`config.mk`:
```
export PLATFORM = sky130hd
export DESIGN_NAME = host_bridge
export DESIGN_NICKNAME = d
export VERILOG_FILES = /design/src/gpu_cfg_pkg.sv /design/src/host_bridge.sv
export SDC_FILE = /design/constraint.sdc
export NUM_CORES = 1
export LEC_CHECK = 0
export CAP_MARGIN = 30
export CORE_AREA = 2 2 52 54
export DETAILED_ROUTE_END_ITERATION = 8
export DIE_AREA = 0 0 54 56
export DONT_BUFFER_PORTS = 1
export GPL_ROUTABILITY_DRIVEN = 0
export SLEW_MARGIN = 20
export SYNTH_ARGS = -nofsm -noshare
export SYNTH_HDL_FRONTEND = slang
export SYNTH_SLANG_ARGS = --single-unit
```
`constraint.sdc`:
```
create_clock -name vclk -period 1.2
set_clock_uncertainty 0.2 [all_clocks]
set_input_delay 0.18 -clock vclk [all_inputs]
set_output_delay 0.18 -clock vclk [all_outputs]
set_load 0.005 [all_outputs]
```
`src/gpu_cfg_pkg.sv`:
```
package gpu_cfg_pkg;

    // ====================
    // sizes
    // ====================

    localparam int num_cores = 4;
    localparam int data_w    = 16;
    localparam int mem_aw    = 8;
    localparam int prog_aw   = 5;
    localparam int host_aw   = 10;

    // memory arbiter slots, the host takes the last one.
    localparam int num_ports = num_cores + 1;
    localparam int port_w    = $clog2(num_ports);

    // ====================
    // host address map
    // ====================

    localparam int region_w = host_aw - mem_aw;

    localparam logic [region_w-1:0] region_mem  = 'd0;
    localparam logic [region_w-1:0] region_prog = 'd1;
    localparam logic [region_w-1:0] region_ctrl = 'd2;

    typedef struct packed {
        logic              cyc;
        logic              stb;
        logic              we;
        logic [mem_aw-1:0] adr;
        logic [data_w-1:0] dat;
    } wb_req_t;

    typedef struct packed {
        logic              ack;
        logic [data_w-1:0] dat;
    } wb_rsp_t;

    typedef struct packed {
        logic               cyc;
        logic               stb;
        logic               we;
        logic [host_aw-1:0] adr;
        logic [data_w-1:0]  dat;
    } host_req_t;

endpackage

```
`src/host_bridge.sv`:
```
module host_bridge (
    input  gpu_cfg_pkg::host_req_t top_req,
    output gpu_cfg_pkg::wb_rsp_t   top_rsp,
    output gpu_cfg_pkg::wb_req_t   mem_req,
    input  gpu_cfg_pkg::wb_rsp_t   mem_rsp,
    output gpu_cfg_pkg::wb_req_t   sched_req,
    input  gpu_cfg_pkg::wb_rsp_t   sched_rsp
);
    import gpu_cfg_pkg::*;

    logic [region_w-1:0] region;
    logic                mem_hit;
    logic                sched_hit;

    assign region    = top_req.adr[host_aw-1 -: region_w];
    assign mem_hit   = region == region_mem;
    assign sched_hit = region == region_prog || region == region_ctrl;

    always_comb begin
        mem_req.cyc = top_req.cyc && mem_hit;
        mem_req.stb = top_req.stb && mem_hit;
        mem_req.we  = top_req.we;
        mem_req.adr = top_req.adr[mem_aw-1:0];
        mem_req.dat = top_req.dat;

        // the scheduler tells program from control by the region bits on top.
        sched_req.cyc = top_req.cyc && sched_hit;
        sched_req.stb = top_req.stb && sched_hit;
        sched_req.we  = top_req.we;
        sched_req.adr = {region, top_req.adr[mem_aw-region_w-1:0]};
        sched_req.dat = top_req.dat;

        if (mem_hit) begin
            top_rsp = mem_rsp;
        end else if (sched_hit) begin
            top_rsp = sched_rsp;
        end else begin
            // unmapped space acks at once and reads zero.
            top_rsp.ack = top_req.cyc && top_req.stb;
            top_rsp.dat = '0;
        end
    end

endmodule

```
* Yosys cells after proc, flatten, opt, wreduce, memory -nomap -nowiden
Cells that the tools add are included. Widths: inputs -> output; s select.
Word-level totals: output and inout port bits 71, register bits 0, bits of input ports 63, word-level logic and storage cells 11
Cells by class: equal/unequal tests 2, reductions and logical operators 7, mux-type cells 2
Operators with widths (number):
- $mux 17 | 2
- $logic_and 1x1->1 | 5
- $eq 2x1->1 const B | 1
- $eq 2x2->1 const B | 1
- $logic_not 2->1 | 1
- $logic_or 1x1->1 | 1

* Longest topological paths before layout
depth in word-level cells 4, mapped depth 5, gate-level depth less buffers 4

* Worst setup path after synthesis
OpenSTA, ideal clock, no wires.
kind input-to-output, start input top_req[24] in the netlist's numbering, end output top_rsp[16] in the netlist's numbering, data arrival time 944 ps, buffers on the path 1, required time 820 ps, path slack -124 ps, stages 5, cells stage by stage inv_1 ha_1 buf_6 nand3b_1 a21oi_1
RTL lines:
- start, declared | RTL line host_bridge.sv:2 | input gpu_cfg_pkg::host_req_t top_req,
- end, declared | RTL line host_bridge.sv:3 | output gpu_cfg_pkg::wb_rsp_t top_rsp,

==> impl_metrics.prom <==
# TYPE chip_impl_metric gauge
chip_impl_info{name="status",value="finished, violations left"} 1
chip_impl_info{name="failing_checks",value="negative setup slack"} 1
chip_impl_metric{name="ys_types",unit=""} 11
chip_impl_info{name="yosys-top-cells-area",value="buf_4 57%, nand2_1 17%, o21ai_0 12%, and2_1 3.6%, ha_1 3.6%"} 1
chip_impl_metric{name="final.fill_count",unit=""} 288
chip_impl_metric{name="layout-area-overhead-vs-synth",unit="%"} -21.6
chip_impl_metric{name="timing.final.setup_violations",unit=""} 14
chip_impl_metric{name="placed_area",unit="sq um"} 365
chip_impl_info{name="grt_setup_unrepaired",value="true"} 1
chip_impl_metric{name="worst_slew_margin_rel",unit="%"} 87.6
chip_impl_metric{name="largest_net_degree_at_the_start_of_global_routing",unit=""} 19
chip_impl_metric{name="post_synth_inst_count",unit=""} 115
chip_impl_metric{name="finalMaxSlewViolations",unit=""} 0
chip_impl_metric{name="die-area",unit="sq mm"} 0.00302
chip_impl_metric{name="timing.final.ws_setup",unit="ps"} -28.0
chip_impl_metric{name="postCtsHoldBufs",unit=""} 0
chip_impl_metric{name="drtIter0Drc",unit=""} 12
chip_impl_metric{name="power-per-cell-area",unit="mW/mm^2"} 449
chip_impl_metric{name="ys.warnings.count",unit=""} 0
chip_impl_metric{name="n_sequential_cell",unit=""} 0
chip_impl_info{name="cp_startpoint_kind",value="input port"} 1
chip_impl_metric{name="synth_largest_type_area_fraction",unit="%"} 57.2
chip_impl_metric{name="nets",unit=""} 133
chip_impl_metric{name="drt-pass1-iter-count",unit=""} 4
chip_impl_metric{name="drt-vias-per-instance",unit=""} 5.20
chip_impl_metric{name="globalRouteOverflowTotal",unit=""} 0
chip_impl_metric{name="num_io_pins",unit=""} 134
chip_impl_metric{name="fmax",unit="MHz"} 814
chip_impl_info{name="post_synth_most_frequent_cells",value="53 x buf_4, 32 x nand2_1, 16 x o21ai_0, 4 x and2_1"} 1
chip_impl_metric{name="final.clkbuf_count",unit=""} 0
chip_impl_metric{name="avgRoutedWirePerCell",unit="microns"} 18.6
chip_impl_metric{name="sequential_cell_area",unit="sq um"} 0
chip_impl_metric{name="postRouteWirelength",unit="mm"} 1.78
chip_impl_metric{name="design.core.area",unit="sq mm"} 0.00243
chip_impl_metric{name="synth_seq_area_share",unit="%"} 0
chip_impl_metric{name="layout_worst_path_cycle_share",unit="%"} 102
chip_impl_metric{name="initial_utilization",unit="%"} 28.6
chip_impl_metric{name="final_area",unit="sq um"} 546
chip_impl_metric{name="placement_rows",unit=""} 18
chip_impl_info{name="hold_path_class",value="in2out"} 1
chip_impl_info{name="hp-start",value="top_req[11]"} 1
chip_impl_metric{name="worstPathMaxFanout",unit=""} 6
chip_impl_metric{name="dp.final_hpwl",unit="mm"} 1.32
chip_impl_metric{name="vdd.ir_drop.worst",unit="mV"} 0.191
chip_impl_metric{name="cell_area_after_synthesis",unit="sq um"} 696
chip_impl_info{name="synth_top_area_cell",value="buf_4"} 1
chip_impl_metric{name="drtAntennaViolNets",unit=""} 0
chip_impl_metric{name="multiInputGateArea",unit="sq um"} 394
chip_impl_metric{name="grt_pass1_wl",unit="mm"} 2.26
chip_impl_metric{name="layoutNonFillerInstCount",unit=""} 96
chip_impl_metric{name="chipHeight",unit="microns"} 56
chip_impl_info{name="critPathKind",value="in2out"} 1
chip_impl_metric{name="total_leakage_power",unit="uW"} 0.000224
chip_impl_info{name="cell_with_the_most_instances_after_synthesis",value="buf_4"} 1
chip_impl_metric{name="synth_fp_nets",unit=""} 180
chip_impl_info{name="setup.worst_path.start",value="top_req[24]"} 1
chip_impl_metric{name="fin_crit",unit="ps"} 1230
chip_impl_metric{name="hold_viol",unit=""} 0
chip_impl_metric{name="chipWidth",unit="microns"} 54
chip_impl_metric{name="post_synth.cell_area_avg",unit="sq um"} 6.05
chip_impl_metric{name="placed_cells_incl_taps",unit=""} 92
chip_impl_metric{name="final_layout_size_suffix_gt1_share",unit="%"} 47.0
chip_impl_info{name="end_kind",value="output port"} 1
chip_impl_metric{name="n_antenna_cell",unit=""} 0
chip_impl_metric{name="grt_use_total",unit="%"} 9.64
chip_impl_metric{name="first_global_vias",unit=""} 446
chip_impl_metric{name="max_slew.worst_pin.slew",unit="ps"} 187
chip_impl_metric{name="critPathArrivalTime",unit="ps"} 850
chip_impl_metric{name="num_vias",unit=""} 499
chip_impl_metric{name="max-cap-violations",unit=""} 0
chip_impl_metric{name="worst-endpoint-required",unit="ps"} 820
chip_impl_metric{name="residual_drc",unit=""} 0
chip_impl_metric{name="grt_antenna_before_repair",unit=""} 0
chip_impl_metric{name="placement.io_buffers",unit=""} 0
## layout by cell type, fill, tap and decap left out, drive strengths merged
| cell type | synthesis | final |
|---|---|---|
| inv | 2 | 2 |
| nor2b | 1 | 1 |
| buf | 55 | 5 |
| a21oi | 2 | 2 |
| nand2 | 32 | 32 |
| o21ai | 16 | 16 |
| clkbuf | 0 | 1 |
| nand3b | 1 | 1 |
| and2 | 4 | 4 |
| ha | 2 | 2 |
## final cells by class
type	instances	share of cell area, %
multi-input cells	58	72.2
inverters	2	5.05
repair buffers	6	15.8
well taps	30	6.88
## worst max-delay path, cell delays in order
cell	delay, ps
inv_8	20
ha_4	310
buf_12	130
a21oi_1	70
a21oi_2	130
## path summary, 6_finish.rpt
| check | endpoint | slack (ps) | depth (start not counted) |
|---|---|---|---|
| setup / recovery | top_rsp[16] | -30 | 5 |
| hold / removal | mem_req[11] | 160 | 0 |
## cells by family (layout without fill, tap and decap cells)
group / after synthesis / after routing / share of synthesized area, %
and+or+nand+nor: 38 / 38 / 22.8
buffers and inverters: 57 / 8 / 60.6
adders and majority gates: 2 / 2 / 3.60
AOI/OAI and AO/OA: 18 / 18 / 13.0
## metal layers
layer / global-route usage (%) / part of all wire [%] / up-vias / wire [microns]
met2: 19.3 / 58 / 73 / 1040
met5: 0 / 0 / - / 0
met4: 0.357 / 0 / 0 / 0
met1: 10.3 / 27 / 211 / 489
met3: 1.88 / 14 / 0 / 250
li1: - / - / 215 / -
## what timing repair did
item | 4_1_cts | 5_1_grt
gates resized for setup | 28 | 20
gates cloned | 0 | 1
buffers inserted | 3 | 0
setup endpoints to repair | 17 | 17
pin swaps | 1 | 10
## report_power, final
| part | internal, uW | total (uW) | switching (uW) | leakage (uW) |
|---|---|---|---|---|
| Combinational | 118 | 245 | 127 | 0.000224 |
| Clock | 0 | 0 | 0 | 0 |
| Sequential | 0 | 0 | 0 | 0 |
| Total | 118 | 245 | 127 | 0.000224 |
## through the flow
step                TNS (ps)  hold WS, ps  util, %  power (uW)  worst slack (ps)
finish                  -213          160     22.4         245             -28.0
global route            -823          160     22.4         268             -63.1
CTS                     -148          160     18.3         196             -29.0
detailed placement      -962          160     15.0         136              -113
global placement        -724          160     15.0         132             -99.7
floorplan              -27.4          241        -         256             -27.4
No activity file was read; power rests on OpenSTA's default activity.
