--- src/gpu_cfg_pkg.sv ---
package gpu_cfg_pkg;

    // ====================
    // sizes
    // ====================

    localparam int num_cores = 4;
    localparam int data_w    = 16;
    localparam int mem_aw    = 8;
    localparam int prog_aw   = 5;
    localparam int host_aw   = 10;

    // memory arbiter slots, the host takes the last one.
    localparam int num_ports = num_cores + 1;
    localparam int port_w    = $clog2(num_ports);

    // ====================
    // host address map
    // ====================

    localparam int region_w = host_aw - mem_aw;

    localparam logic [region_w-1:0] region_mem  = 'd0;
    localparam logic [region_w-1:0] region_prog = 'd1;
    localparam logic [region_w-1:0] region_ctrl = 'd2;

    typedef struct packed {
        logic              cyc;
        logic              stb;
        logic              we;
        logic [mem_aw-1:0] adr;
        logic [data_w-1:0] dat;
    } wb_req_t;

    typedef struct packed {
        logic              ack;
        logic [data_w-1:0] dat;
    } wb_rsp_t;

    typedef struct packed {
        logic               cyc;
        logic               stb;
        logic               we;
        logic [host_aw-1:0] adr;
        logic [data_w-1:0]  dat;
    } host_req_t;

endpackage

--- src/gpu_isa_pkg.sv ---
package gpu_isa_pkg;

    localparam int insn_w = 16;

    typedef enum logic [2:0] {
        op_addi = 3'd0,
        op_add  = 3'd1,
        op_sub  = 3'd2,
        op_ld   = 3'd3,
        op_st   = 3'd4,
        op_halt = 3'd5
    } opcode_t;

    // ====================
    // instruction layouts
    // ====================

    // register form, used by add and sub.
    typedef struct packed {
        opcode_t    op;
        logic [1:0] rd;
        logic [1:0] ra;
        logic [1:0] rb;
        logic [6:0] pad;
    } insn_reg_t;

    // immediate form, used by addi, ld and st.
    // imm is zero extended.
    typedef struct packed {
        opcode_t    op;
        logic [1:0] rd;
        logic [1:0] ra;
        logic [8:0] imm;
    } insn_imm_t;

    typedef union packed {
        insn_reg_t r;
        insn_imm_t i;
    } insn_t;

    // both layouts must cover the same word.
    localparam int insn_bits = $bits(insn_t);
    typedef logic [insn_w-1:0] insn_word_t;
    localparam insn_word_t insn_nop_halt = {op_halt, {(insn_bits - 3){1'b0}}};

endpackage

--- src/shader_core.sv ---
module shader_core (
    input  logic                            clk,
    input  logic                            arst_n,
    input  logic                            prog_we,
    input  logic [gpu_cfg_pkg::prog_aw-1:0] prog_adr,
    input  gpu_isa_pkg::insn_t              prog_dat,
    input  logic                            start,
    input  logic [7:0]                      task_id,
    output logic                            ready,
    output gpu_cfg_pkg::wb_req_t            mem_req,
    input  gpu_cfg_pkg::wb_rsp_t            mem_rsp
);
    import gpu_cfg_pkg::*;
    import gpu_isa_pkg::*;

    insn_t              imem [2**prog_aw];
    logic [prog_aw-1:0] pc;
    logic [data_w-1:0]  rf [4];
    logic               running;
    insn_t              insn;
    opcode_t            op;
    logic [data_w-1:0]  imm_val;
    logic [data_w-1:0]  alu_res;
    logic               mem_op;

    // ====================
    // program copy
    // ====================

    always_ff @(posedge clk) begin
        if (prog_we) begin
            imem[prog_adr] <= prog_dat;
        end
    end

    assign insn    = imem[pc];
    assign op      = insn.r.op;
    assign imm_val = data_w'(insn.i.imm);

    // ====================
    // execute
    // ====================

    // add and sub read the register form, the rest the immediate form.
    always_comb begin
        case (op)
            op_add:  alu_res = rf[insn.r.ra] + rf[insn.r.rb];
            op_sub:  alu_res = rf[insn.r.ra] - rf[insn.r.rb];
            default: alu_res = rf[insn.i.ra] + imm_val;
        endcase
    end

    assign mem_op = running && (op == op_ld || op == op_st);

    // request stays up until the memory acks.
    always_comb begin
        mem_req.cyc = mem_op;
        mem_req.stb = mem_op;
        mem_req.we  = op == op_st;
        mem_req.adr = alu_res[mem_aw-1:0];
        mem_req.dat = rf[insn.i.rd];
    end

    always_ff @(posedge clk or negedge arst_n) begin
        if (!arst_n) begin
            running <= 1'b0;
            pc      <= '0;
        end else if (start) begin
            running <= 1'b1;
            pc      <= '0;
        end else if (running) begin
            case (op)
                op_addi, op_add, op_sub: begin
                    pc <= pc + 1'b1;
                end
                op_ld, op_st: begin
                    if (mem_rsp.ack) begin
                        pc <= pc + 1'b1;
                    end
                end
                // halt, and any undefined opcode, ends the task.
                default: begin
                    running <= 1'b0;
                end
            endcase
        end
    end

    always_ff @(posedge clk) begin
        if (start) begin
            rf[0] <= data_w'(task_id);
            rf[1] <= '0;
            rf[2] <= '0;
            rf[3] <= '0;
        end else if (running) begin
            case (op)
                op_addi, op_add, op_sub: begin
                    rf[insn.i.rd] <= alu_res;
                end
                op_ld: begin
                    if (mem_rsp.ack) begin
                        rf[insn.i.rd] <= mem_rsp.dat;
                    end
                end
                default: begin
                end
            endcase
        end
    end

    assign ready = !running;

endmodule

--- config.mk ---
export PLATFORM = sky130hd
export DESIGN_NAME = shader_core
export DESIGN_NICKNAME = d
export VERILOG_FILES = /design/src/gpu_cfg_pkg.sv /design/src/gpu_isa_pkg.sv /design/src/shader_core.sv
export SDC_FILE = /design/constraint.sdc
export NUM_CORES = 1
export LEC_CHECK = 0
export ABC_CLOCK_PERIOD_IN_PS = 10300
export BUFFER_PORTS_ARGS = -buffer_cell sky130_fd_sc_hd__buf_2
export CORE_ASPECT_RATIO = 0.5
export CORE_MARGIN = 5
export CORE_UTILIZATION = 50
export DETAILED_ROUTE_END_ITERATION = 6
export PLACE_DENSITY = 0.66
export RECOVER_POWER = 50
export SETUP_SLACK_MARGIN = 0.2
export SYNTH_ARGS = -nofsm -noshare
export SYNTH_HDL_FRONTEND = slang
export SYNTH_SLANG_ARGS = --single-unit
export TNS_END_PERCENT = 20
--- constraint.sdc ---
create_clock -name clk -period 10.3 [get_ports clk]
set_input_delay 0.515 -clock clk [delete_from_list [all_inputs] [get_ports clk]]
set_output_delay 0.515 -clock clk [all_outputs]
set_load 0.005 [all_outputs]
Yosys cells after proc, flatten, opt, wreduce, memory -nomap -nowiden --
Memory sizes are Yosys's and may differ from the RTL's. Cells that the tools add are included.
Word-level totals: memories 2, bits in registers 6, RAM bits 576, input bits 50, output and inout port bits 28, logic and storage cells 50
Memories:
- imem | depth 32, width 16, read ports 1, clocked after memory_dff 0, wr ports 1, RTL line shader_core.sv:16 | insn_t imem [2**prog_aw];
- rf | depth 4, width 16, read ports 3, clocked after memory_dff 0, wr ports 4, RTL line shader_core.sv:18 | logic [data_w-1:0] rf [4];
Cells by class: bitwise logic cells 1, reductions and logical operators 11, add/sub/neg operators 4, eq/ne operators 5, mux-type cells 25
Operators with widths (number):
- $mux W16 | 2
- $pmux W16 S2 | 1
- $mux W1 | 17
- $add A16 B16 Y16 | 1
- $add A16 B9 Y16 | 1
- $reduce_or A16 Y1 | 1
- $sub A16 B16 Y16 | 1
- $mux W5 | 3
- $pmux W5 S2 | 1
- $eq A3 B2 Y1 const B | 2
- $add A5 B1 Y5 const B | 1
- $reduce_or A5 Y1 | 1
- $eq A3 B1 Y1 const B | 1
- $eq A3 B3 Y1 const B | 1
- $logic_not A3 Y1 | 1
- $ne A3 B3 Y1 const B | 1
- $reduce_and A3 Y1 | 1
- $reduce_bool A3 Y1 | 1
- $reduce_or A3 Y1 | 1
- $mux W2 | 1
- $reduce_bool A2 Y1 | 1
- $reduce_or A2 Y1 | 1
- $logic_and A1 B1 Y1 | 1
- $logic_not A1 Y1 | 1
- 2 further kinds | 2

Longest topological paths before layout --
Gate-level depths: netlist of run 1. An unclocked memory read counts as a cell.
word-level depth 10, mapped depth 29

Worst setup path after synthesis of run 1 --
No wires, ideal clock.
path type reg2reg, from register pc[0], to memory rf[1][14] (data pin), slack 3.757 ns, data arrival time 6.273 ns, period minus slack after synthesis 6.543 ns, cell stages (with the launch flop) 30, path buffers 8, required time 10.030 ns, path through dfrtp_1 -> buf_6 -> buf_6 -> buf_6 -> buf_6 -> buf_2 -> buf_2 -> mux4_2 -> mux4_2 -> mux2i_1 -> buf_2 -> buf_2 -> mux2i_1 -> nand2_1 -> o21ai_0 -> ha_1 -> inv_1 -> fa_1 -> a21o_1 -> a21oi_1 -> o21ai_0 -> a21oi_1 -> o21bai_1 -> a21oi_1 -> nor2b_1 -> o21a_1 -> o41a_1 -> and4b_1 -> o31ai_1 -> nor2_1
RTL lines:
- start, declared | RTL line shader_core.sv:17 | logic [prog_aw-1:0] pc;
- start signal, assigned | RTL line shader_core.sv:74 | pc <= pc + 1'b1;
- start signal, assigned | RTL line shader_core.sv:78 | pc <= pc + 1'b1;
- end, declared | RTL line shader_core.sv:18

==> results of run 1 <==
flip-flops by register name (all words and copies together) (netlist names):
name / flops
rf: 64
running: 1
pc: 5
imem: 512
report_power, final:
part	leakage, uW	switching (uW)	total, uW	internal [uW]
clock network	0.000822	873	1940	1060
logic	0.00314	1560	2830	1270
registers	0.00535	122	2830	2710
total	0.00931	2560	7600	5050
metrics by stage:
stage	hold WS, ns	power, uW
after global routing	0.193	8030
after CTS	0.178	7650
after floorplan	0.219	4940
final	0.212	7600
after detailed placement	0.355	5720
after global placement	0.358	5660
area by class of cell:
cell class | instances | area [um^2] | area share [%]
flip-flops and latches | 582 | 17500 | 61.2
multi-input cells | 774 | 7720 | 27.1
inverters | 30 | 113 | 0.395
repair buffers | 119 | 682 | 2.39
clock inverters | 36 | 365 | 1.28
clock buffers | 59 | 1330 | 4.65
well taps | 690 | 863 | 3.03
layer usage:
metal	up-vias	routed length [um]	GRT usage (%)
met1	7269	25400	31.7
met3	105	5350	3.92
met2	669	31000	37.7
li1	6070	-	-
met5	-	0	0
met4	0	1630	6.30
worst max-delay path: stages (launching register included):
cell and delay [ns]:
dfrtp_4 0.74, buf_4 0.76, mux4_2 0.61, mux4_2 0.48, mux2_4 0.33, and3_1 0.37, nor2_1 0.31, mux2i_1 0.22
ha_1 0.20, inv_1 0.07, fa_1 0.46, a21o_1 0.18, a21oi_1 0.21, o21ai_0 0.12, a21oi_1 0.24, o21bai_1 0.09
a21oi_1 0.24, nor2b_1 0.08, o21a_1 0.19, o41a_1 0.36, and4b_1 0.21, o31ai_1 0.46, nor2_1 0.14
how the worst max path moves through the flow:
stage                from        end  slack, ns  cells past startpoint
global route        pc[0]  rf[2][15]       2.29                     21
floorplan           pc[0]  rf[1][14]       3.76                     29
finish              pc[0]  rf[1][14]       2.88                     22
global placement    pc[0]  rf[2][14]       2.97                     22
detailed placement  pc[0]  rf[1][14]       2.87                     22
CTS                 pc[0]  rf[1][14]       2.83                     22
cells by family after synthesis:
family,after synthesis
compound gates,181
xor+xnor,30
fa+ha+maj,20
buf+inv,112
flops,582
mux,251
simple gates,292
placed cells by master, fill, tap and decap left out, drive strengths merged, types with 4 or more instances in the layout:
master    synthesis  final
edfxtp          576    576
clkbuf           33     84
o221ai            7      7
a211oi           38     38
clkinvlp          0      5
dfrtp             6      6
nand3b            6      6
nand2b            9      9
nor2b            40     40
mux2i            78     78
a21o              7      7
xnor2            18     18
o21a              4      4
mux2             19     19
ha               19     19
xor2             12     12
buf              49     93
a22oi             4      4
nor3             15     15
and3              5      5
a21oi            57     57
o21ai            35     35
mux4            154    154
clkinv            1     26
nand2            72     72
inv              29     30
or3               5      5
nand3            13     13
nor2            105    105
o211ai            7      7
bufinv            0      5
timing repair:
| item | CTS | global route |
|---|---|---|
| endpoints found under the hold margin | 6 | 0 |
| hold buffers | 1 | 0 |
| resized for setup | 0 | 0 |
==> out/qor.yml, run 1 <==
placed_design:
  dp_slack_ns: 2.87
  placedCellCount: 2194
  place_area_um2: 26900
  place.gp.congestion: 0.819
  port_buffers: 77
  dp_hpwl_mm: 37.4
logic_synthesis:
  synth_seq_cells: 582
  synth_flop_cell: "edfxtp_1"
  synth-edff-count: 576
  async_reset_ff_share_pct: 1.03
  synth_top_family_by_area: "multiplexers"
  netlist_area_um2: 25500
  synth-seq-area-share_pct: 68.4
  synthAdderAreaFrac_pct: 1.01
  synth_top_area_share_pct: 67.8
  syn_nets: 1538
  yosysMostFrequentCell: "edfxtp_1"
  synth_xor_xnor_area_share_pct: 1.03
  synth_common_cells: "576 x edfxtp_1, 154 x mux4_2, 105 x nor2_1, 77 x mux2i_1, 72 x nand2_1"
  synth_cells: 1468
  yosysWarnings: 0
  synth-simple-area-share_pct: 5.49
  syn_avg_cell_area_um2: 17.4
  synth_top_cell_by_area: "edfxtp_1"
  yosys-top-cells-area: "edfxtp_1 68%, mux4_2 14%, mux2i_1 3.0%"
  synthMuxAreaShare_pct: 17.5
  synth_compound_area_share_pct: 4.52
  ys_types: 64
worst_hold_path:
  hold_path_end: "rf[0][5]"
  worstHoldPathCells: 3
  hold_start: "task_id[5]"
  worstHoldPathType: "in -> reg"
finish:
  nNetsFinal: 1628
  fin_cells: 2290
  n_fill_cell: 3818
  fin_util_pct: 56.6
  drive_above_1_share_pct: 24.5
  syn2layout_area_growth_pct: 11.8
  antenna_cells: 0
  final_cell_area_um2: 28500
power_and_ir_drop:
  leakagePower_uw: 0.00931
  peakVddDrop_v: 0.000216
  p_per_area_nw_per_um2: 267
critical_path:
  ff2ff_path_depth: 22
  path_class: "reg -> reg"
  end_kind: "flop"
  r2r_slack_ns: 2.88
  crit_fanout: 44
  start_kind: "flop"
  required_ns: 10.61
  crit-reg2reg-launch: "pc[0]"
  r2r-end: "rf[1][14]"
  arrival_ns: 7.73
clocking:
  clk_latency_ns: 0.59
  cts_tree: "done"
  cts_setup_buffers: 0
  clockBufferDepth: 3
  cts_made_buffers: 51
  cts.clk_slew.worst_paths_ns: 0.07
  cts-root-buf: "clkbuf_16"
  cts-htree-levels: 2
  cts.sinks: 582
routing:
  vias_per_cell: 6.16
  first_pass_iters: 5
  drt.antenna.violating_nets: 0
  drtIter0Drc: 1696
  vias: 14113
  drcViolationCount: 0
  avgRoutedWirePerCell_um: 27.7
  routed_wl_mm: 63.5
timing:
  setup_slack_ns: 2.88
  rsz0062_at_grt: "false"
  fmax_mhz: 135
  hold_viol: 0
  slew_headroom_pct: -22.5
  worst_pin_slew_ns: 1.84
  min_period_ns: 7.42
  clock_skew_ns: 0.0180
  drv_slew: 102
  fin_crit_sh_pct: 72.1
  finalSetupTns_ns: 0
  setup_viol: 0
floorplanning:
  rows: 58
  io_pins: 78
  start_util_pct: 50.7
  die_y_um: 170
  fp.dieArea_um2: 55900
  die_w_um: 330
  core_area_um2: 50400
global_route:
  grt_use_total_pct: 22.7
  grt_max_degree: 69
  first_global_vias: 14228
  overflow: 0
  grt_pass1_wl_mm: 92.6
  antenna_found_initial: 0
outcome:
  status: "finished with violations"
  violations: "max-capacitance violations, max-slew violations"
run:
  maxCapViolCount: 6
(Power assumes the default switching activity.)
==> run 2: changes to the inputs <==
ABC_CLOCK_PERIOD_IN_PS = 7500   (was 10300)
clock period = 7.5 ns   (was 10.3 ns; I/O delays follow)
==> out/qor.yml, run 2 (synthesized netlist as in run 1, its figures left out) <==
power_and_ir_drop:
  p_per_area_nw_per_um2: 368  # +38%
  peakVddDrop_v: 0.000320  # +48%
  leakagePower_uw: 0.00939  # +0.86%
placed_design:
  port_buffers: 77  # unchanged
  dp_hpwl_mm: 37.7  # +0.80%
  place.gp.congestion: 0.853  # +4.2%
finish:
  layout_commonest_cell: "edfxtp_1"
  top_regs: "imem (512), rf (64), pc (5)"
  antenna_cells: 0  # unchanged
  drive_above_1_share_pct: 24.8  # +0.31 points
  largest_register_ffs: 512  # unchanged
  fin_util_pct: 57.0  # +0.35 points
  syn2layout_area_growth_pct: 12.5
  top_register: "imem"
  final_cell_mix: "576 x edfxtp_1, 154 x mux4_2, 73 x mux2i_1, 73 x nor2_1, 72 x nand2_1"
  nNetsFinal: 1645  # +1.0%
critical_path:
  crit_fanout: 22  # -50%
  end_kind: "flop"
  crit_family: "compound AO/OA/AOI/OAI gates"
  path_class: "reg -> reg"
  required_ns: 7.81  # -2.80 ns
  start_kind: "flop"
  critPathMostFrequentCell: "a21oi_1"
  cp.depth: 23  # +4.5%
  slowest_delay_ns: 0.63  # -0.13 ns
  crit_buf_inv: 2  # unchanged
  ff2ff_path_depth: 23  # +4.5%
  slowest_stage: "dfrtp_4"
  arrival_ns: 7.09  # -0.64 ns
  worstPathCellList: "buf_12, mux4_2, a22oi_1, nand4_1, buf_4, mux2_2, o21ai_0, ha_1, xnor2_1, a221oi_1, ha_1, a21o_1, a21oi_1, o21ai_0, a21oi_1, o21bai_1, a21oi_1, nor2b_1, o21a_1, o41a_1, and4b_1, o31ai_1, nor2_1"
timing:
  drv_slew: 119  # +17%
  fmax_mhz: 148  # +9.6%
  fin_crit_sh_pct: 90.3  # +18 points
  finalSetupTns_ns: 0  # unchanged
  clock_skew_ns: 0.0233  # +0.00529 ns
  hold_viol: 0  # unchanged
  worst_pin_slew_ns: 1.80  # -0.0401 ns
  slew_headroom_pct: -19.8  # +2.7 points
  min_period_ns: 6.77  # -0.648 ns
  setup_viol: 0  # unchanged
  rsz0062_at_grt: "false"
floorplanning:
  io_pins: 78  # unchanged
  rows: 58  # unchanged
  die_y_um: 170  # unchanged
  start_util_pct: 50.7  # unchanged
  core_area_um2: 50400  # unchanged
  die_w_um: 330  # unchanged
  fp.dieArea_um2: 55900  # unchanged
worst_hold_path:
  worstHoldPathType: "in -> reg"
  worstHoldPathCells: 3  # unchanged
outcome:
  violations: "max-capacitance violations, max-slew violations"
  status: "finished with violations"
routing:
  drtIter0Drc: 1598  # -5.8%
  drcViolationCount: 0  # unchanged
  drt.antenna.violating_nets: 0  # unchanged
  first_pass_iters: 7  # +2
  vias_per_cell: 6.16  # -0.10%
  routed_wl_mm: 63.6  # +0.26%
  vias: 14197  # +0.60%
  avgRoutedWirePerCell_um: 27.6  # -0.44%
global_route:
  first_global_vias: 14361  # +0.93%
  use_met3_pct: 5.05  # +1.1 points
  grt_util_met1_pct: 31.6  # -0.049 points
  overflow: 0  # unchanged
  met2_usage_pct: 36.7  # -1.0 points
  grt_pass1_wl_mm: 93.2  # +0.66%
  antenna_found_initial: 0  # unchanged
  grt_busiest_layer: "met2"
  grt_max_degree: 46  # -33%
  grt_use_total_pct: 22.8  # +0.061 points
clocking:
  cts_made_buffers: 51  # unchanged
  clockBufferDepth: 3  # unchanged
  cts.clk_slew.worst_paths_ns: 0.06  # about the same
  clk_latency_ns: 0.60  # about the same
  cts_tree: "done"
  cts-htree-levels: 2  # unchanged
  cts-root-buf: "clkbuf_16"
  cts.sinks: 582  # unchanged
run:
  maxCapViolCount: 7  # +1
==> run 2: worst paths after layout <==
path	startpoint	to	slack, ns
max	pc[0]	rf[2][14]	0.73
min	task_id[2]	rf[0][2]	0.08
max reg2reg	pc[0]	rf[2][14]	0.73
min reg2reg	running	running	0.55
max in group asynchronous	arst_n	pc[1]	6.93
min in group asynchronous	arst_n	pc[0]	0.24
==> run 2: power by group <==
| group | leakage, uW | switching, uW | internal [uW] |
|---|---|---|---|
| clock | 0.000796 | 1170 | 1440 |
| combinational | 0.00325 | 2280 | 1820 |
| sequential | 0.00535 | 122 | 3730 |
| total | 0.00939 | 3570 | 6990 |
==> run 2: what timing repair did <==
action                     in CTS  in global routing
setup buffers                   0                  3
hold buffers                    1                  0
resized for setup               0                  1
hold endpoints to repair        6                  0
setup endpoints to repair       0                 17
==> run 2: worst register-to-register path: cells and delay by family, from the launching register on <==
kind | cells | cell delay (ns)
AO/OA/AOI/OAI | 12 | 2.95
adder cells (fa/ha/maj) | 2 | 0.58
AND/OR/NAND/NOR | 4 | 0.76
multiplexers | 2 | 0.86
flip-flops | 1 | 0.63
XOR/XNOR | 1 | 0.09
buffers and inverters | 2 | 0.63
==> run 2: cell type report <==
| cell class | count | area, um^2 |
|---|---|---|
| fill | 3801 | 21700 |
| sequential | 582 | 17500 |
| multi-input combinational | 774 | 7750 |
| clock buffer | 68 | 1380 |
| timing repair buffer | 136 | 868 |
| tap | 690 | 863 |
| clock inverter | 26 | 270 |
| inverter | 30 | 113 |
==> run 2: per-stage QoR <==
step / setup slack, ns / instances / cell area (um^2) / hold WS [ns] / total power, uW
3_3_place_gp: 0.533 / 2208 / 27000 / 0.219 / 7830
3_5_place_dp: 0.426 / 2208 / 27000 / 0.219 / 7930
5_1_grt: 0.241 / 2306 / 28700 / 0.0701 / 11100
4_1_cts: 0.387 / 2303 / 28700 / 0.0435 / 10500
6_report: 0.725 / 2306 / 28700 / 0.0769 / 10600
2_1_floorplan: 0.957 / 1468 / 25500 / 0.0794 / 6780
==> run 2: routing by layer <==
metal,vias to the layer above,routed length (um)
met5,-,0
met4,0,1950
met3,116,5680
met2,672,30100
met1,7300,25900
li1,6109,-
