[config.mk]
export PLATFORM = sky130hd
export DESIGN_NAME = task_scheduler
export DESIGN_NICKNAME = d
export VERILOG_FILES = /design/src/gpu_cfg_pkg.sv /design/src/gpu_isa_pkg.sv /design/src/task_scheduler.sv
export SDC_FILE = /design/constraint.sdc
export NUM_CORES = 1
export LEC_CHECK = 0
export ABC_AREA = 1
export CAP_MARGIN = 20
export CORE_MARGIN = 5
export CORE_UTILIZATION = 30
export DETAILED_ROUTE_END_ITERATION = 8
export DONT_BUFFER_PORTS = 1
export PLACE_DENSITY = 0.54
export SLEW_MARGIN = 20
export SYNTH_ARGS = -nofsm -noshare
export SYNTH_HDL_FRONTEND = slang
export SYNTH_SLANG_ARGS = --single-unit
[constraint.sdc]
create_clock -name clk -period 2.97 [get_ports clk]
set_input_delay 0.297 -clock clk [delete_from_list [all_inputs] [get_ports clk]]
set_output_delay 0.297 -clock clk [all_outputs]
set_load 0.03 [all_outputs]
[src/gpu_cfg_pkg.sv]
package gpu_cfg_pkg;

    // ====================
    // sizes
    // ====================

    localparam int num_cores = 4;
    localparam int data_w    = 16;
    localparam int mem_aw    = 8;
    localparam int prog_aw   = 5;
    localparam int host_aw   = 10;

    // memory arbiter slots, the host takes the last one.
    localparam int num_ports = num_cores + 1;
    localparam int port_w    = $clog2(num_ports);

    // ====================
    // host address map
    // ====================

    localparam int region_w = host_aw - mem_aw;

    localparam logic [region_w-1:0] region_mem  = 'd0;
    localparam logic [region_w-1:0] region_prog = 'd1;
    localparam logic [region_w-1:0] region_ctrl = 'd2;

    typedef struct packed {
        logic              cyc;
        logic              stb;
        logic              we;
        logic [mem_aw-1:0] adr;
        logic [data_w-1:0] dat;
    } wb_req_t;

    typedef struct packed {
        logic              ack;
        logic [data_w-1:0] dat;
    } wb_rsp_t;

    typedef struct packed {
        logic               cyc;
        logic               stb;
        logic               we;
        logic [host_aw-1:0] adr;
        logic [data_w-1:0]  dat;
    } host_req_t;

endpackage

[src/gpu_isa_pkg.sv]
package gpu_isa_pkg;

    localparam int insn_w = 16;

    typedef enum logic [2:0] {
        op_addi = 3'd0,
        op_add  = 3'd1,
        op_sub  = 3'd2,
        op_ld   = 3'd3,
        op_st   = 3'd4,
        op_halt = 3'd5
    } opcode_t;

    // ====================
    // instruction layouts
    // ====================

    // register form, used by add and sub.
    typedef struct packed {
        opcode_t    op;
        logic [1:0] rd;
        logic [1:0] ra;
        logic [1:0] rb;
        logic [6:0] pad;
    } insn_reg_t;

    // immediate form, used by addi, ld and st.
    // imm is zero extended.
    typedef struct packed {
        opcode_t    op;
        logic [1:0] rd;
        logic [1:0] ra;
        logic [8:0] imm;
    } insn_imm_t;

    typedef union packed {
        insn_reg_t r;
        insn_imm_t i;
    } insn_t;

    // both layouts must cover the same word.
    localparam int insn_bits = $bits(insn_t);
    typedef logic [insn_w-1:0] insn_word_t;
    localparam insn_word_t insn_nop_halt = {op_halt, {(insn_bits - 3){1'b0}}};

endpackage

[src/task_scheduler.sv]
module task_scheduler (
    input  logic                                 clk,
    input  logic                                 arst_n,
    input  gpu_cfg_pkg::wb_req_t                 host_req,
    output gpu_cfg_pkg::wb_rsp_t                 host_rsp,
    output logic                                 prog_we,
    output logic [gpu_cfg_pkg::prog_aw-1:0]      prog_adr,
    output gpu_isa_pkg::insn_t                   prog_dat,
    output logic [gpu_cfg_pkg::num_cores-1:0]    start,
    output logic [7:0]                           task_id,
    input  logic [gpu_cfg_pkg::num_cores-1:0]    ready
);
    import gpu_cfg_pkg::*;
    import gpu_isa_pkg::*;

    typedef enum logic [1:0] {
        st_idle,
        st_bcast,
        st_dispatch,
        st_drain
    } state_t;

    state_t               state;
    insn_t                prog_mem [2**prog_aw];
    logic [prog_aw-1:0]   bcast_cnt;
    logic [7:0]           task_cnt;
    logic [7:0]           next_task;
    logic [num_cores-1:0] pick;
    logic                 host_acc;
    logic                 ctrl_sel;
    logic                 busy;
    logic                 ack_q;
    logic [data_w-1:0]    rd_q;

    // ====================
    // host port
    // ====================

    assign host_acc = host_req.cyc && host_req.stb && !ack_q;
    assign ctrl_sel = host_req.adr[mem_aw-1 -: region_w] == region_ctrl;
    assign busy     = state != st_idle;

    always_ff @(posedge clk) begin
        if (host_acc && host_req.we && !ctrl_sel) begin
            prog_mem[host_req.adr[prog_aw-1:0]] <= host_req.dat;
        end
        if (host_acc) begin
            rd_q <= ctrl_sel ? {{(data_w - 1){1'b0}}, busy}
                             : prog_mem[host_req.adr[prog_aw-1:0]];
        end
    end

    always_ff @(posedge clk or negedge arst_n) begin
        if (!arst_n) begin
            ack_q <= 1'b0;
        end else begin
            ack_q <= host_acc;
        end
    end

    assign host_rsp.ack = ack_q;
    assign host_rsp.dat = rd_q;

    // ====================
    // job FSM
    // ====================

    // lowest numbered ready core.
    always_comb begin
        pick = '0;
        for (int i = num_cores - 1; i >= 0; i--) begin
            if (ready[i]) begin
                pick    = '0;
                pick[i] = 1'b1;
            end
        end
    end

    always_ff @(posedge clk or negedge arst_n) begin
        if (!arst_n) begin
            state     <= st_idle;
            bcast_cnt <= '0;
            task_cnt  <= '0;
            next_task <= '0;
        end else begin
            case (state)
                st_idle: begin
                    // go is taken only here, later writes are dropped.
                    if (host_acc && host_req.we && ctrl_sel) begin
                        task_cnt  <= host_req.dat[7:0];
                        next_task <= '0;
                        bcast_cnt <= '0;
                        state     <= st_bcast;
                    end
                end
                st_bcast: begin
                    bcast_cnt <= bcast_cnt + 1'b1;
                    if (&bcast_cnt) begin
                        state <= st_dispatch;
                    end
                end
                st_dispatch: begin
                    if (next_task == task_cnt) begin
                        state <= st_drain;
                    end else if (|pick) begin
                        next_task <= next_task + 8'd1;
                    end
                end
                default: begin
                    if (&ready) begin
                        state <= st_idle;
                    end
                end
            endcase
        end
    end

    assign prog_we  = state == st_bcast;
    assign prog_adr = bcast_cnt;
    assign prog_dat = prog_mem[bcast_cnt];
    assign start    = (state == st_dispatch && next_task != task_cnt) ? pick : '0;
    assign task_id  = next_task;

endmodule

## Word level (Yosys, flattened, before mapping)

Memories as Yosys holds them, arrays and structs flattened.
Index checks and enable logic that the tools add are counted.

- Bits in writable memories: 512
- Output and inout port bits: 51
- Bits of input ports: 33
- Logic and storage cells: 59
- Memories: 1
- Register bits: 40

Memories:

| name | words | width | read ports | clocked after memory_dff | write ports | line | source |
|---|---|---|---|---|---|---|---|
| prog_mem | 32 | 16 | 2 | 0 | 1 | task_scheduler.sv:24 | `insn_t prog_mem [2**prog_aw];` |

- Add/subtract/negate cells: 2
- Equality and inequality tests: 10
- Multiplexer cells: 19
- Reduce and logical (&&, ||, !) cells: 20

Operators by type and width:

| kind | number |
|---|---|
| $mux 8 | 3 |
| $mux 4 | 5 |
| $pmux 8 s2 | 1 |
| $reduce_and 4->1 | 3 |
| $pmux 5 s2 | 1 |
| $add 8x1->8 const B | 1 |
| $eq 8x8->1 | 1 |
| $mux 2 | 4 |
| $ne 2x2->1 const B | 4 |
| $ne 8x8->1 | 1 |
| $logic_and 1x1->1 | 6 |
| $pmux 2 s3 | 1 |
| $reduce_bool 2->1 | 3 |
| $add 5x1->5 const B | 1 |
| $mux 5 | 1 |
| $reduce_and 5->1 | 1 |
| $eq 2x2->1 const B | 2 |
| $reduce_and 2->1 | 2 |
| $reduce_bool 4->1 | 1 |
| $reduce_or 4->1 | 1 |
| $mux 1 | 3 |
| $eq 2x1->1 const B | 1 |
| $logic_not 1->1 | 2 |
| $logic_not 2->1 | 1 |
| $ne 2x1->1 const B | 1 |

## Depth between registers and ports, before layout

Gate-level depths: netlist of the first run.

- Depth in word-level cells: 8
- Mapped depth: 13
- Mapped depth without buffers: 11

## Worst setup path before layout of the first run

Ideal clock, no wire load.

- Kind: reg-to-reg
- Start: register ack_q
- End: memory prog_mem[0][0] in the netlist's numbering, enable pin
- Data required time: 2.582 ns
- Stages on the path, launching flop included: 6
- Data arrival time: 2.476 ns
- Period minus slack after synthesis: 2.865 ns
- Path slack: 0.105 ns
- Cells stage by stage: dfrtp_1 nor2_1 nand2_1 nor2_1 nand2_1 nor2_1

- Longest elaborated chain between the ends: 6

RTL lines:

| item | line | source |
|---|---|---|
| from (decl) | task_scheduler.sv:32 | `logic ack_q;` |
| from (signal assigned) | task_scheduler.sv:57 | `ack_q <= host_acc;` |
| $logic_not 1->1 | task_scheduler.sv:39 | `assign host_acc = host_req.cyc && host_req.stb && !ack_q;` |
| $logic_and 1x1->1 | task_scheduler.sv:39 |  |
| via host_acc | task_scheduler.sv:29 | `logic host_acc;` |
| $logic_and 1x1->1 (2 in series) | task_scheduler.sv:44 | `if (host_acc && host_req.we && !ctrl_sel) begin` |
| $mux 1 | task_scheduler.sv:44 |  |
| $mux 1 (not written as such) | task_scheduler.sv:45 | `prog_mem[host_req.adr[prog_aw-1:0]] <= host_req.dat;` |
| to (decl) | task_scheduler.sv:24 |  |

The timed path passes the listed nets, and every way through them passes these cells.

==> results by group, run 1 <==
Run status
  • Status: completed

Clock tree
  • CTS root buf: clkbuf_16
  • CTS H-tree lvls: 2
  • Clock buffer depth: 3
  • Worst-skew pair later-pin latency: 0.65 ns
  • TritonCTS clock tree: built
  • Clk sink count: 552
  • Clk slew on worst S/H paths: 0.06 ns
  • Cts bufs inserted: 57

Timing
  • Final Max Slew Viols: 0
  • Setup TNS: 0 ns
  • Final setup vio count: 0
  • Fin crit share: 0.981
  • RSZ-0062 raised after global routing: yes
  • Period minus WS final: roughly 2.9 ns
  • Worst relative slew slack: 0.512
  • Final hold slack: 0.0656 ns
  • Fmax: around 340 MHz
  • Skew final: 0.0233 ns
  • Final-report hold violation count: 0
  • Worst slew pin tran: 0.729 ns

Power
  • P per Cell Area: a little over 700 mW/mm²
  • Final Total Pwr: 0.0235 W
  • Cell leakage power: approximately 13 nW
  • Gate power share: 0.313
  • Register share of total power: 0.376
  • VDD IR max: between 0.0005 and 0.0006 V
  • Clock Power Share: 0.311
  • Internal: 0.0152 W
  • Net Sw Power: roughly 0.0083 W
  • Sw Ratio: 0.354

Min path
  • WHS Path Cells: 4
  • Hold Path End: task_cnt[1]$_DFFE_PN0P_
  • Hold_sp: host_req[24]
  • Min-delay worst type: primary input to flip-flop

Synth
  • Post-synthesis sequential area ratio: 0.598
  • Synth area leader: edfxtp_1
  • Synth Net Count: roughly 3100
  • Most frequent cell after synthesis: nand2_1
  • Yosys top cell area share: 0.576
  • Post-synth ARST share: 0.0435
  • Ys Warns: 0
  • Synth Instances: 3080
  • Synth Cell Area: approximately 0.028 mm²
  • Post-synth EDFFs: 528
  • Syn_area_per_cell: 8.93 µm²
  • Netlist cell types: 31
  • Main synth FF type: edfxtp_1
  • Ranking of synthesized cells by area: edfxtp_1 58%, nand2_1 15%, nor2_1 4.0%, o21ai_0 3.6%, a21oi_1 3.2%
  • Commonest cells in the netlist: 1064 x nand2_1, 528 x edfxtp_1, 293 x nor2_1
  • Register bit total from synthesis: 552

Setup path
  • Reg2reg start: ack_q$_DFF_PN0_
  • Worst reg2reg endpoint: prog_mem[26][5]$_DFFE_PP_
  • Worst path buffer plus inverter count: 4
  • Slowest stage delay, CP: ~0.5 ns
  • CP Cell Sequence: buf_12 -> buf_12 -> buf_12 -> nand2_1 -> o211ai_1 -> a21oi_1 -> nor2_2 -> nand2_1 -> nand2_1 -> inv_2
  • R2r worst-path depth: 7
  • CP endpoint kind: primary output
  • R2r setup slk: 0.37 ns
  • Largest fanout on the critical path: 31
  • Crit path kind: flip-flop to primary output
  • Critical path's slowest cell: dfrtp_4
  • Startpoint Class: flip-flop
  • CP arrival: 2.62 ns
  • Crit path max-delay family: buffers and inverters
  • Worst EP required: 2.67 ns

Floorplan
  • Total Die Area: 0.0979 mm²
  • Die Ht: 313 µm
  • Initial core utilization: 0.301
  • Area of the core: 0.0914 mm²
  • Die Span X: approximately 310 µm
  • IO Count: between 80 and 90
  • # rows: 111

Drt
  • Drt first pass iters: 8
  • Drt total wl: 106000 µm
  • Avg WL per Cell: around 24 µm
  • Iteration-0 DRC Markers: about 2900
  • Vias/cell: 5.28
  • # DRC: 0
  • Detail Route Antenna Nets: 0
  • Via count: between 20000 and 25000

GRT
  • Largest net degree at the start of global routing: 212
  • Total grt overflow: 0
  • Vias in the first global route: 21400
  • Initial antenna violation count: 3
  • GR Util All Layers: 0.208
  • Global-route wire length before repair: 151000 µm

Place
  • RePlAce Congestion: between 0.8 and 0.9
  • PortBufs: 0
  • Detailed Place HPWL: 62100 µm

Cells and area
  • Fillcell total: between 9000 and 10000
  • Register area: 0.0165 mm²
  • Multi-input logic area: around 0.0096 mm²
  • Final Net Count: 3182
  • Synthesis-to-layout area growth: 18.3%
  • Share of cells above drive strength 1: 0.110

Flow run
  • Number of max-cap violations: 0
==> worst min-delay path: cells and delay by family <==
family           cells  cell delay [ns]
and+or+nand+nor      4             0.37
==> worst max-delay path by stage <==
| stage | to | depth (start not counted) | slack [ns] | start |
|---|---|---|---|---|
| after global routing | prog_dat[5] | 13 | -0.05 | prog_adr[0]$_DFFE_PN0P_ |
| after detailed placement | prog_mem[12][2]$_DFFE_PP_ | 7 | 0.35 | ack_q$_DFF_PN0_ |
| after CTS | prog_dat[9] | 9 | -0.03 | prog_adr[1]$_DFFE_PN0P_ |
| after floorplan | prog_mem[0][0]$_DFFE_PP_ | 5 | 0.11 | ack_q$_DFF_PN0_ |
| final | prog_dat[14] | 10 | 0.06 | prog_adr[0]$_DFFE_PN0P_ |
| after global placement | prog_dat[9] | 9 | 0.37 | prog_adr[0]$_DFFE_PN0P_ |
==> cells in the final DEF (no fill, tap or decap), types with 44 or more instances in the layout <==
master        n
a21oi_1     166
edfxtp_1    528
nand2_1    1051
o21ai_0     195
o21ai_1      65
buf_12       44
nor2_1      250
clkbuf_16    60
o211ai_1     83
buf_4       104
nand3_1     172
inv_1       193
==> cells by family after synthesis <==
group	after synthesis	synth area share
adder cells (fa/ha/maj)	7	0.00318
XOR/XNOR	11	0.00350
AND/OR/NAND/NOR	1590	0.232
buffers and inverters	401	0.0615
flip-flops	552	0.598
AO/OA/AOI/OAI	519	0.102
==> state kept, by name, summed over array words and instances, names as in the netlist <==
name      count
prog_adr      5
task_id       8
prog_mem    512
rd_q         16
state         2
task_cnt      8
ack_q         1
==> through the flow <==
stage               cells  instance area [µm²]  worst slack [ns]   util
floorplan            3080                27500             0.105      -
global placement     4213                29600             0.369  0.324
detailed placement   4213                29600             0.354  0.324
CTS                  4364                32300           -0.0322  0.354
global route         4375                32600           -0.0492  0.356
finish               4377                32600            0.0563  0.356
==> routing by layer <==
layer / share of wire / GRT usage / wire [µm]
met1: 0.42 / 0.288 / 44300
met2: 0.45 / 0.330 / 47900
met3: 0.096 / 0.0406 / 10200
met4: 0.034 / 0.0653 / 3650
met5: 0.00037 / 0 / 39
==> power groups by stage <==
stage / Sequential [W] / Clock [W] / Combinational [W]
global route: 0.00883 / 0.00774 / 0.00795
detailed placement: 0.00900 / 0 / 0.00608
CTS: 0.00881 / 0.00742 / 0.00694
floorplan: 0.00896 / 0 / 0.00412
finish: 0.00882 / 0.00730 / 0.00734
global placement: 0.00899 / 0 / 0.00605
==> final cells by class <==
type | count | area share
timing repair inverter | 2 | 0.000692
timing repair buffer | 185 | 0.0688
sequential | 552 | 0.506
tap | 1186 | 0.0456
clock buffer | 67 | 0.0450
inverter | 217 | 0.0262
multi-input combinational | 2127 | 0.296
clock inverter | 39 | 0.0116
antenna | 2 | 0.000154
==> timing repair <==
action | in CTS | in global routing
cloned | 6 | 3
endpoints found under the hold margin | 544 | 0
gates resized for setup | 59 | 37
hold buffers | 34 | 0
endpoints found under the setup margin | 16 | 15
setup buffers | 5 | 9
pin swaps | 0 | 3
Power figures use the tool's default switching activity.
==> inputs of run 2 (changes only) <==
ABC_AREA = not set   (was 1)
CORE_ASPECT_RATIO = 1.75   (was not set)
==> run 2 against run 1 <==
Against the previous run:
- the run now ends with setup timing left
- utilization fell by 0.19 points
- register-to-register slack improved by 0.05 ns
- largest cell class unchanged
- first-iteration DRC count fell by 57%
- sequential share of layout area rose by 4.5 points
- critical path type unchanged
- clock skew rose by 0.00062 ns
==> results by group, run 2 <==
Cells and area
  • Max FFs per register: 512 (unchanged)
  • Share of cells above drive strength 1: 0.397 (was 0.110)
  • Commonest non-fill, non-tap cell in the layout: edfxtp_1 (was nand2_1)
  • Most frequent cells in the layout: 528 x edfxtp_1, 253 x mux4_2, 103 x buf_4, 52 x clkbuf_16, 46 x mux2i_1 (was 1051 x nand2_1, 528 x edfxtp_1, 250 x nor2_1, 195 x o21ai_0, 193 x inv_1)
  • Final Non-Filler Cells: 2505 (was 4377)
  • Final Net Count: 1434 (was 3182)
  • Synthesis-to-layout area growth: 17.5% (was 18.3%)
  • Final Instance Area: 0.0299 mm² (was 0.0326 mm²)

Clock tree
  • CTS root buf: clkbuf_16 (unchanged)
  • CTS H-tree lvls: 2 (unchanged)
  • TritonCTS clock tree: built (unchanged)
  • Cts bufs inserted: 49 (was 57)
  • Clk sink count: 552 (unchanged)
  • Clock buffer depth: 3 (unchanged)
  • Clk slew on worst S/H paths: 0.06 ns (about the same)
  • Worst-skew pair later-pin latency: 0.59 ns (was 0.65 ns)

Power
  • Sw Ratio: 0.279 (was 0.354)
  • Net Sw Power: 0.00585 W (was 0.00829 W)
  • P per Cell Area: 701 mW/mm² (was 721 mW/mm²)
  • Internal: 0.0151 W (was 0.0152 W)
  • Clock Power Share: 0.303 (was 0.311)
  • VDD IR max: 0.000440 V (was 0.000597 V)
  • Gate power share: 0.278 (was 0.313)
  • Register share of total power: 0.419 (was 0.376)
  • Cell leakage power: 9.30 nW (was 12.6 nW)

Synth
  • Most frequent cell after synthesis: edfxtp_1 (was nand2_1)
  • Synth Instances: 1268 (was 3080)
  • Main synth FF type: edfxtp_1 (unchanged)
  • Register bit total from synthesis: 552 (unchanged)
  • Yosys top cell area share: 0.623 (was 0.576)
  • Netlist cell types: 54 (was 31)
  • Syn_area_per_cell: 20.1 µm² (was 8.93 µm²)
  • Commonest cells in the netlist: 528 x edfxtp_1, 253 x mux4_2, 53 x mux2i_1 (was 1064 x nand2_1, 528 x edfxtp_1, 293 x nor2_1)
  • Post-synth ARST share: 0.0435 (unchanged)
  • Synth Cell Area: 0.0254 mm² (was 0.0275 mm²)
  • Synth Net Count: 1308 (was 3120)
  • Ranking of synthesized cells by area: edfxtp_1 62%, mux4_2 22%, dfrtp_1 2.4%, mux2i_1 2.1%, a22oi_1 1.1% (was edfxtp_1 58%, nand2_1 15%, nor2_1 4.0%, o21ai_0 3.6%, a21oi_1 3.2%)
  • Post-synthesis sequential area ratio: 0.647 (was 0.598)
  • Post-synth EDFFs: 528 (unchanged)
  • Synth area leader: edfxtp_1 (unchanged)
  • Ys Warns: 0 (unchanged)

Min path
  • Min-delay worst type: primary input to flip-flop (unchanged)
  • Hold_sp: ready[0] (was host_req[24])

Setup path
  • Reg2reg start: ack_q$_DFF_PN0_ (unchanged)
  • R2r setup slk: 0.42 ns (was 0.37 ns)
  • Worst EP required: 2.67 ns (about the same)
  • Largest fanout on the critical path: 10 (was 31)
  • Startpoint Class: flip-flop (unchanged)
  • CP arrival: 2.85 ns (was 2.62 ns)
  • Crit path kind: flip-flop to primary output (unchanged)
  • Worst setup path start: prog_adr[1]$_DFFE_PN0P_ (was prog_adr[0]$_DFFE_PN0P_)
  • CP endpoint kind: primary output (unchanged)

Floorplan
  • # rows: 141 (was 111)
  • Total Die Area: 0.0909 mm² (was 0.0979 mm²)
  • Initial core utilization: 0.302 (was 0.301)
  • Die Span X: 230 µm (was 313 µm)
  • Area of the core: 0.0843 mm² (was 0.0914 mm²)
  • IO Count: 84 (unchanged)
  • Die Ht: 395 µm (was 313 µm)

Timing
  • Setup ws final: -0.173 ns (was 0.0563 ns)
  • Final setup vio count: 14 (was 0)
  • Setup TNS: -1.70 ns (was 0 ns)
  • Skew final: 0.0240 ns (was 0.0233 ns)
  • Period minus WS final: 3.14 ns (was 2.91 ns)
  • Final Max Slew Viols: 0 (unchanged)
  • Fin crit share: 1.06 (was 0.981)
  • Final hold slack: 0.0349 ns (was 0.0656 ns)
  • Final-report hold violation count: 0 (unchanged)
  • Worst slew pin tran: 1.10 ns (was 0.729 ns)
  • Worst relative slew slack: 0.267 (was 0.512)
  • RSZ-0062 raised after global routing: yes (unchanged)
  • Fmax: 318 MHz (was 343 MHz)

Drt
  • # DRC: 0 (unchanged)
  • Iteration-0 DRC Markers: 1255 (was 2911)
  • Detail Route Antenna Nets: 0 (unchanged)
  • Via count: 14100 (was 23100)
  • Vias/cell: 5.63 (was 5.28)
  • Drt total wl: 77900 µm (was 106000 µm)
  • Avg WL per Cell: 31.1 µm (was 24.2 µm)
  • Drt first pass iters: 5 (was 8)

Place
  • Worst slack, placed: 0.237 ns (was 0.354 ns)
  • Detailed Place HPWL: 50300 µm (was 62100 µm)
  • PortBufs: 0 (unchanged)
  • Cell Area, Placed: 0.0277 mm² (was 0.0296 mm²)
  • RePlAce Congestion: 0.792 (was 0.847)
  • Dpl cells: 2371 (was 4213)

GRT
  • Total grt overflow: 0 (unchanged)
  • Largest net degree at the start of global routing: 136 (was 212)
  • GR Util All Layers: 0.167 (was 0.208)
  • Global-route wire length before repair: 110000 µm (was 151000 µm)
  • Initial antenna violation count: 1 (was 3)
  • Vias in the first global route: 15200 (was 21400)

Flow run
  • Number of max-cap violations: 0 (unchanged)

Run status
  • Failing checks: setup timing
  • Status: finished with violations (was completed)
## run 2: what timing repair did
item | CTS | global route
hold buffers | 22 | 0
gates resized for setup | 21 | 7
pin swaps | 3 | 2
endpoints found under the setup margin | 16 | 16
hold endpoints to repair | 544 | 0
setup buffers | 4 | 13
gates cloned | 3 | 1
## run 2: logic make-up (layout without fill, tap and decap cells)
group                      Yosys count  in the layout  synth area share
DFF                                552            552             0.647
and+or+nand+nor                    131            131            0.0254
adders and majority gates            7              7           0.00344
AOI/OAI and AO/OA                  137            137            0.0420
other                                0              1                 0
muxes                              337            337             0.259
xor gates and xnor gates             8              8           0.00275
buffers and inverters               96            260            0.0209
## run 2: routing by layer
metal | up-vias | global-route usage | share of wire
li1 | 5778 | - | -
met2 | 588 | 0.309 | 0.54
met1 | 7597 | 0.193 | 0.36
met3 | 150 | 0.0269 | 0.059
met4 | 0 | 0.0648 | 0.041
met5 | - | 0 | 0
## run 2: through the flow
| stage | utilization | power, W |
|---|---|---|
| after floorplan | - | 0.0125 |
| after global placement | 0.328 | 0.0141 |
| after detailed placement | 0.328 | 0.0141 |
| after CTS | 0.353 | 0.0210 |
| after global routing | 0.354 | 0.0217 |
| final | 0.354 | 0.0209 |
## run 2: worst max-delay path, stage by stage, from the launching register on
cell and delay (ns):
dfrtp_4 0.65, buf_12 0.20, mux4_2 0.52, mux2i_2 0.21, o22ai_2 0.10, a221o_2 0.40, buf_12 0.17
## run 2: path summary, 6_finish.rpt
kind	to	depth (start not counted)
min in group asynchronous	ack_q$_DFF_PN0_	2
setup reg to reg	prog_mem[0][15]$_DFFE_PP_	5
setup / recovery	prog_dat[14]	6
max in group asynchronous	prog_adr[0]$_DFFE_PN0P_	2
hold / removal	state[0]$_DFFE_PN0P_	4
hold reg to reg	task_cnt[0]$_DFFE_PN0P_	1
## run 2: layout make-up
| class | count | area [µm²] |
|---|---|---|
| fill | 7770 | 54400 |
| sequential | 552 | 16500 |
| multi-input combinational | 620 | 8660 |
| timing repair buffer | 167 | 1850 |
| tap | 1072 | 1340 |
| clock buffer | 65 | 1330 |
| clock inverter | 24 | 223 |
| inverter | 4 | 15.0 |
| antenna | 1 | 2.50 |
## run 2: power groups by stage
stage	Sequential, W	Clock (W)	Combinational, W
final	0.00877	0.00635	0.00582
after global routing	0.00877	0.00682	0.00614
after CTS	0.00877	0.00651	0.00569
after detailed placement	0.00901	0	0.00508
after global placement	0.00901	0	0.00504
after floorplan	0.00889	0	0.00363
==> inputs of run 3 (changes only) <==
BUFFER_PORTS_ARGS = -buffer_cell sky130_fd_sc_hd__buf_2   (was not set)
DONT_BUFFER_PORTS = not set   (was 1)
PLACE_DENSITY = 0.53   (was 0.54)
clock period = 3.43 ns   (was 2.97 ns; I/O delays follow)
==> run 3 against run 2 <==
Against the previous run:
- the flow now finishes without violations
- combinational power shrank 21%
- clock skew up 0.00091 ns
- clock-buffer cell count shrank 7
- critical path depth increased by 1
- power down 16%
- sequential cell count unchanged
- routed wire length rose by 0.66%
- setup slack improved by 0.33 ns
- global-route usage is 0.20 points higher
- sequential power decreased by 14%
- cell area down 0.84%
- largest power group unchanged
==> results by group, run 3 (synthesized netlist as in run 2, its figures left out) <==
Cells and area
  • Share of cells above drive strength 1: 0.408 (was 0.397)
  • Final Net Count: 1476 (was 1434)
  • Most frequent cells in the layout: 528 x edfxtp_1, 253 x mux4_2, 101 x buf_4, 80 x buf_2, 53 x mux2i_1 (was 528 x edfxtp_1, 253 x mux4_2, 103 x buf_4, 52 x clkbuf_16, 46 x mux2i_1)
  • Commonest non-fill, non-tap cell in the layout: edfxtp_1 (unchanged)
  • Final Instance Area: 0.0296 mm² (was 0.0299 mm²)
  • Synthesis-to-layout area growth: 16.5% (was 17.5%)
  • Fillcell total: 7801 (was 7770)
  • Max FFs per register: 512 (unchanged)

Floorplan
  • # rows: 141 (unchanged)
  • Total Die Area: 0.0909 mm² (unchanged)
  • Die Span X: 230 µm (unchanged)
  • Die Ht: 395 µm (unchanged)
  • Initial core utilization: 0.302 (unchanged)
  • Area of the core: 0.0843 mm² (unchanged)
  • IO Count: 84 (unchanged)

Setup path
  • CP arrival: 2.93 ns (was 2.85 ns)
  • Startpoint Class: flip-flop (unchanged)
  • CP endpoint kind: primary output (unchanged)
  • Crit path kind: flip-flop to primary output (unchanged)
  • Worst EP required: 3.09 ns (was 2.67 ns)
  • Largest fanout on the critical path: 23 (was 10)

GRT
  • Total grt overflow: 0 (unchanged)
  • Global-route wire length before repair: 112000 µm (was 110000 µm)
  • GR Util All Layers: 0.169 (was 0.167)
  • Largest net degree at the start of global routing: 50 (was 136)
  • Initial antenna violation count: 9 (was 1)
  • Vias in the first global route: 15300 (was 15200)

Timing
  • Final Max Slew Viols: 0 (unchanged)
  • Final hold slack: 0.193 ns (was 0.0349 ns)
  • Setup ws final: 0.154 ns (was -0.173 ns)
  • Fmax: slightly above 300 MHz
  • Period minus WS final: 3.28 ns
  • RSZ-0062 raised after global routing: no (was yes)
  • Fin crit share: 0.955
  • Skew final: 0.0249 ns (was 0.0240 ns)
  • Final setup vio count: 0 (was 14)
  • Setup TNS: 0 ns (was -1.70 ns)
  • Worst slew pin tran: 1.06 ns (was 1.10 ns)
  • Final-report hold violation count: 0 (unchanged)
  • Worst relative slew slack: 0.292 (was 0.267)

Drt
  • Via count: 14300 (was 14100)
  • Iteration-0 DRC Markers: 1059 (was 1255)
  • Drt first pass iters: 5 (unchanged)
  • Detail Route Antenna Nets: 0 (unchanged)
  • Drt total wl: 78500 µm (was 77900 µm)
  • Vias/cell: 5.59 (was 5.63)
  • Avg WL per Cell: 30.8 µm (was 31.1 µm)
  • # DRC: 0 (unchanged)

Place
  • Detailed Place HPWL: 53300 µm (was 50300 µm)
  • Worst slack, placed: 0.550 ns (was 0.237 ns)
  • Cell Area, Placed: 0.0280 mm² (was 0.0277 mm²)
  • PortBufs: 82 (was 0)
  • RePlAce Congestion: 0.830 (was 0.792)

Power
  • Cell leakage power: 9.34 nW (was 9.30 nW)
  • P per Cell Area: 595 mW/mm² (was 701 mW/mm²)
  • VDD IR max: 0.000342 V (was 0.000440 V)

Clock tree
  • CTS root buf: clkbuf_16 (unchanged)
  • Post-CTS resize count: 0 (was 21)
  • CTS H-tree lvls: 2 (unchanged)
  • Clk sink count: 552 (unchanged)
  • TritonCTS clock tree: built (unchanged)
  • Worst-skew pair later-pin latency: 0.60 ns (was 0.59 ns)
  • Clock buffer depth: 3 (unchanged)
  • Clk slew on worst S/H paths: 0.07 ns (was 0.06 ns)
  • Cts bufs inserted: 49 (unchanged)

Flow run
  • Number of max-cap violations: 0 (unchanged)

Run status
  • Status: completed (was finished with violations)

Min path
  • Min-delay worst type: primary input to flip-flop (unchanged)
-- run 3: changes by cell type in the layout (fill, tap and decap cells not counted), moves of 4 or more --
cell	before	now
buf_16	4	0
mux2i_2	5	0
buf_12	34	25
a221oi_1	11	16
mux2i_1	46	53
clkinv_1	6	12
clkbuf_1	14	9
buf_2	10	80
a221oi_2	5	0
dlygate4sd3_1	7	1
-- run 3: power by group --
group          internal (W)  leakage [nW]  total (W)  switching [W]
Clock               0.00300         0.753    0.00551        0.00251
Combinational       0.00213          3.52    0.00459        0.00246
Sequential          0.00746          5.07    0.00754      0.0000867
-- run 3: worst paths after layout --
path | to | start | slack [ns] | depth (start not counted)
max | prog_dat[10] | prog_adr[1]$_DFFE_PN0P_ | 0.15 | 7
min | state[0]$_DFFE_PN0P_ | ready[0] | 0.19 | 5
max reg2reg | prog_mem[4][2]$_DFFE_PP_ | ack_q$_DFF_PN0_ | 0.89 | 5
min reg2reg | task_cnt[0]$_DFFE_PN0P_ | task_cnt[0]$_DFFE_PN0P_ | 0.51 | 1
max in group asynchronous | prog_adr[0]$_DFFE_PN0P_ | arst_n | 2.68 | 2
min in group asynchronous | ack_q$_DFF_PN0_ | arst_n | 0.30 | 2
-- run 3: metrics by stage --
step | power [W] | utilization | cells
4_1_cts | 0.0178 | 0.351 | 2544
3_5_place_dp | 0.0122 | 0.332 | 2449
5_1_grt | 0.0183 | 0.351 | 2548
3_3_place_gp | 0.0122 | 0.332 | 2449
2_1_floorplan | 0.0108 | - | 1268
6_report | 0.0176 | 0.351 | 2551
-- run 3: timing repair --
action / 4_1_cts / 5_1_grt
setup buffers: 4 / 3
hold endpoints to repair: 24 / 0
setup endpoints to repair: 11 / 1
hold buffers: 1 / 0
-- run 3: layout make-up --
class,count,area [µm²],share of cell area
clock buffer,58,1260,0.0425
sequential,552,16500,0.556
inverter,4,15.0,0.000507
multi-input combinational,620,8560,0.289
antenna,4,10.0,0.000338
timing repair buffer,209,1690,0.0572
clock inverter,32,285,0.00963
tap,1072,1340,0.0453
-- run 3: worst max-delay path, cell delays in order (launching register included) --
cell and delay [ns]:
dfrtp_4 0.47, buf_12 0.16, buf_12 0.21, mux4_2 0.52
mux2i_1 0.23, o22ai_1 0.14, a221o_1 0.36, buf_2 0.22
-- run 3: routing by layer --
metal,share of wire,GRT usage,up-vias
li1,-,-,5861
met1,0.35,0.194,7719
met2,0.55,0.316,549
met3,0.056,0.0241,137
met4,0.042,0.0656,6
met5,0.00052,0,-
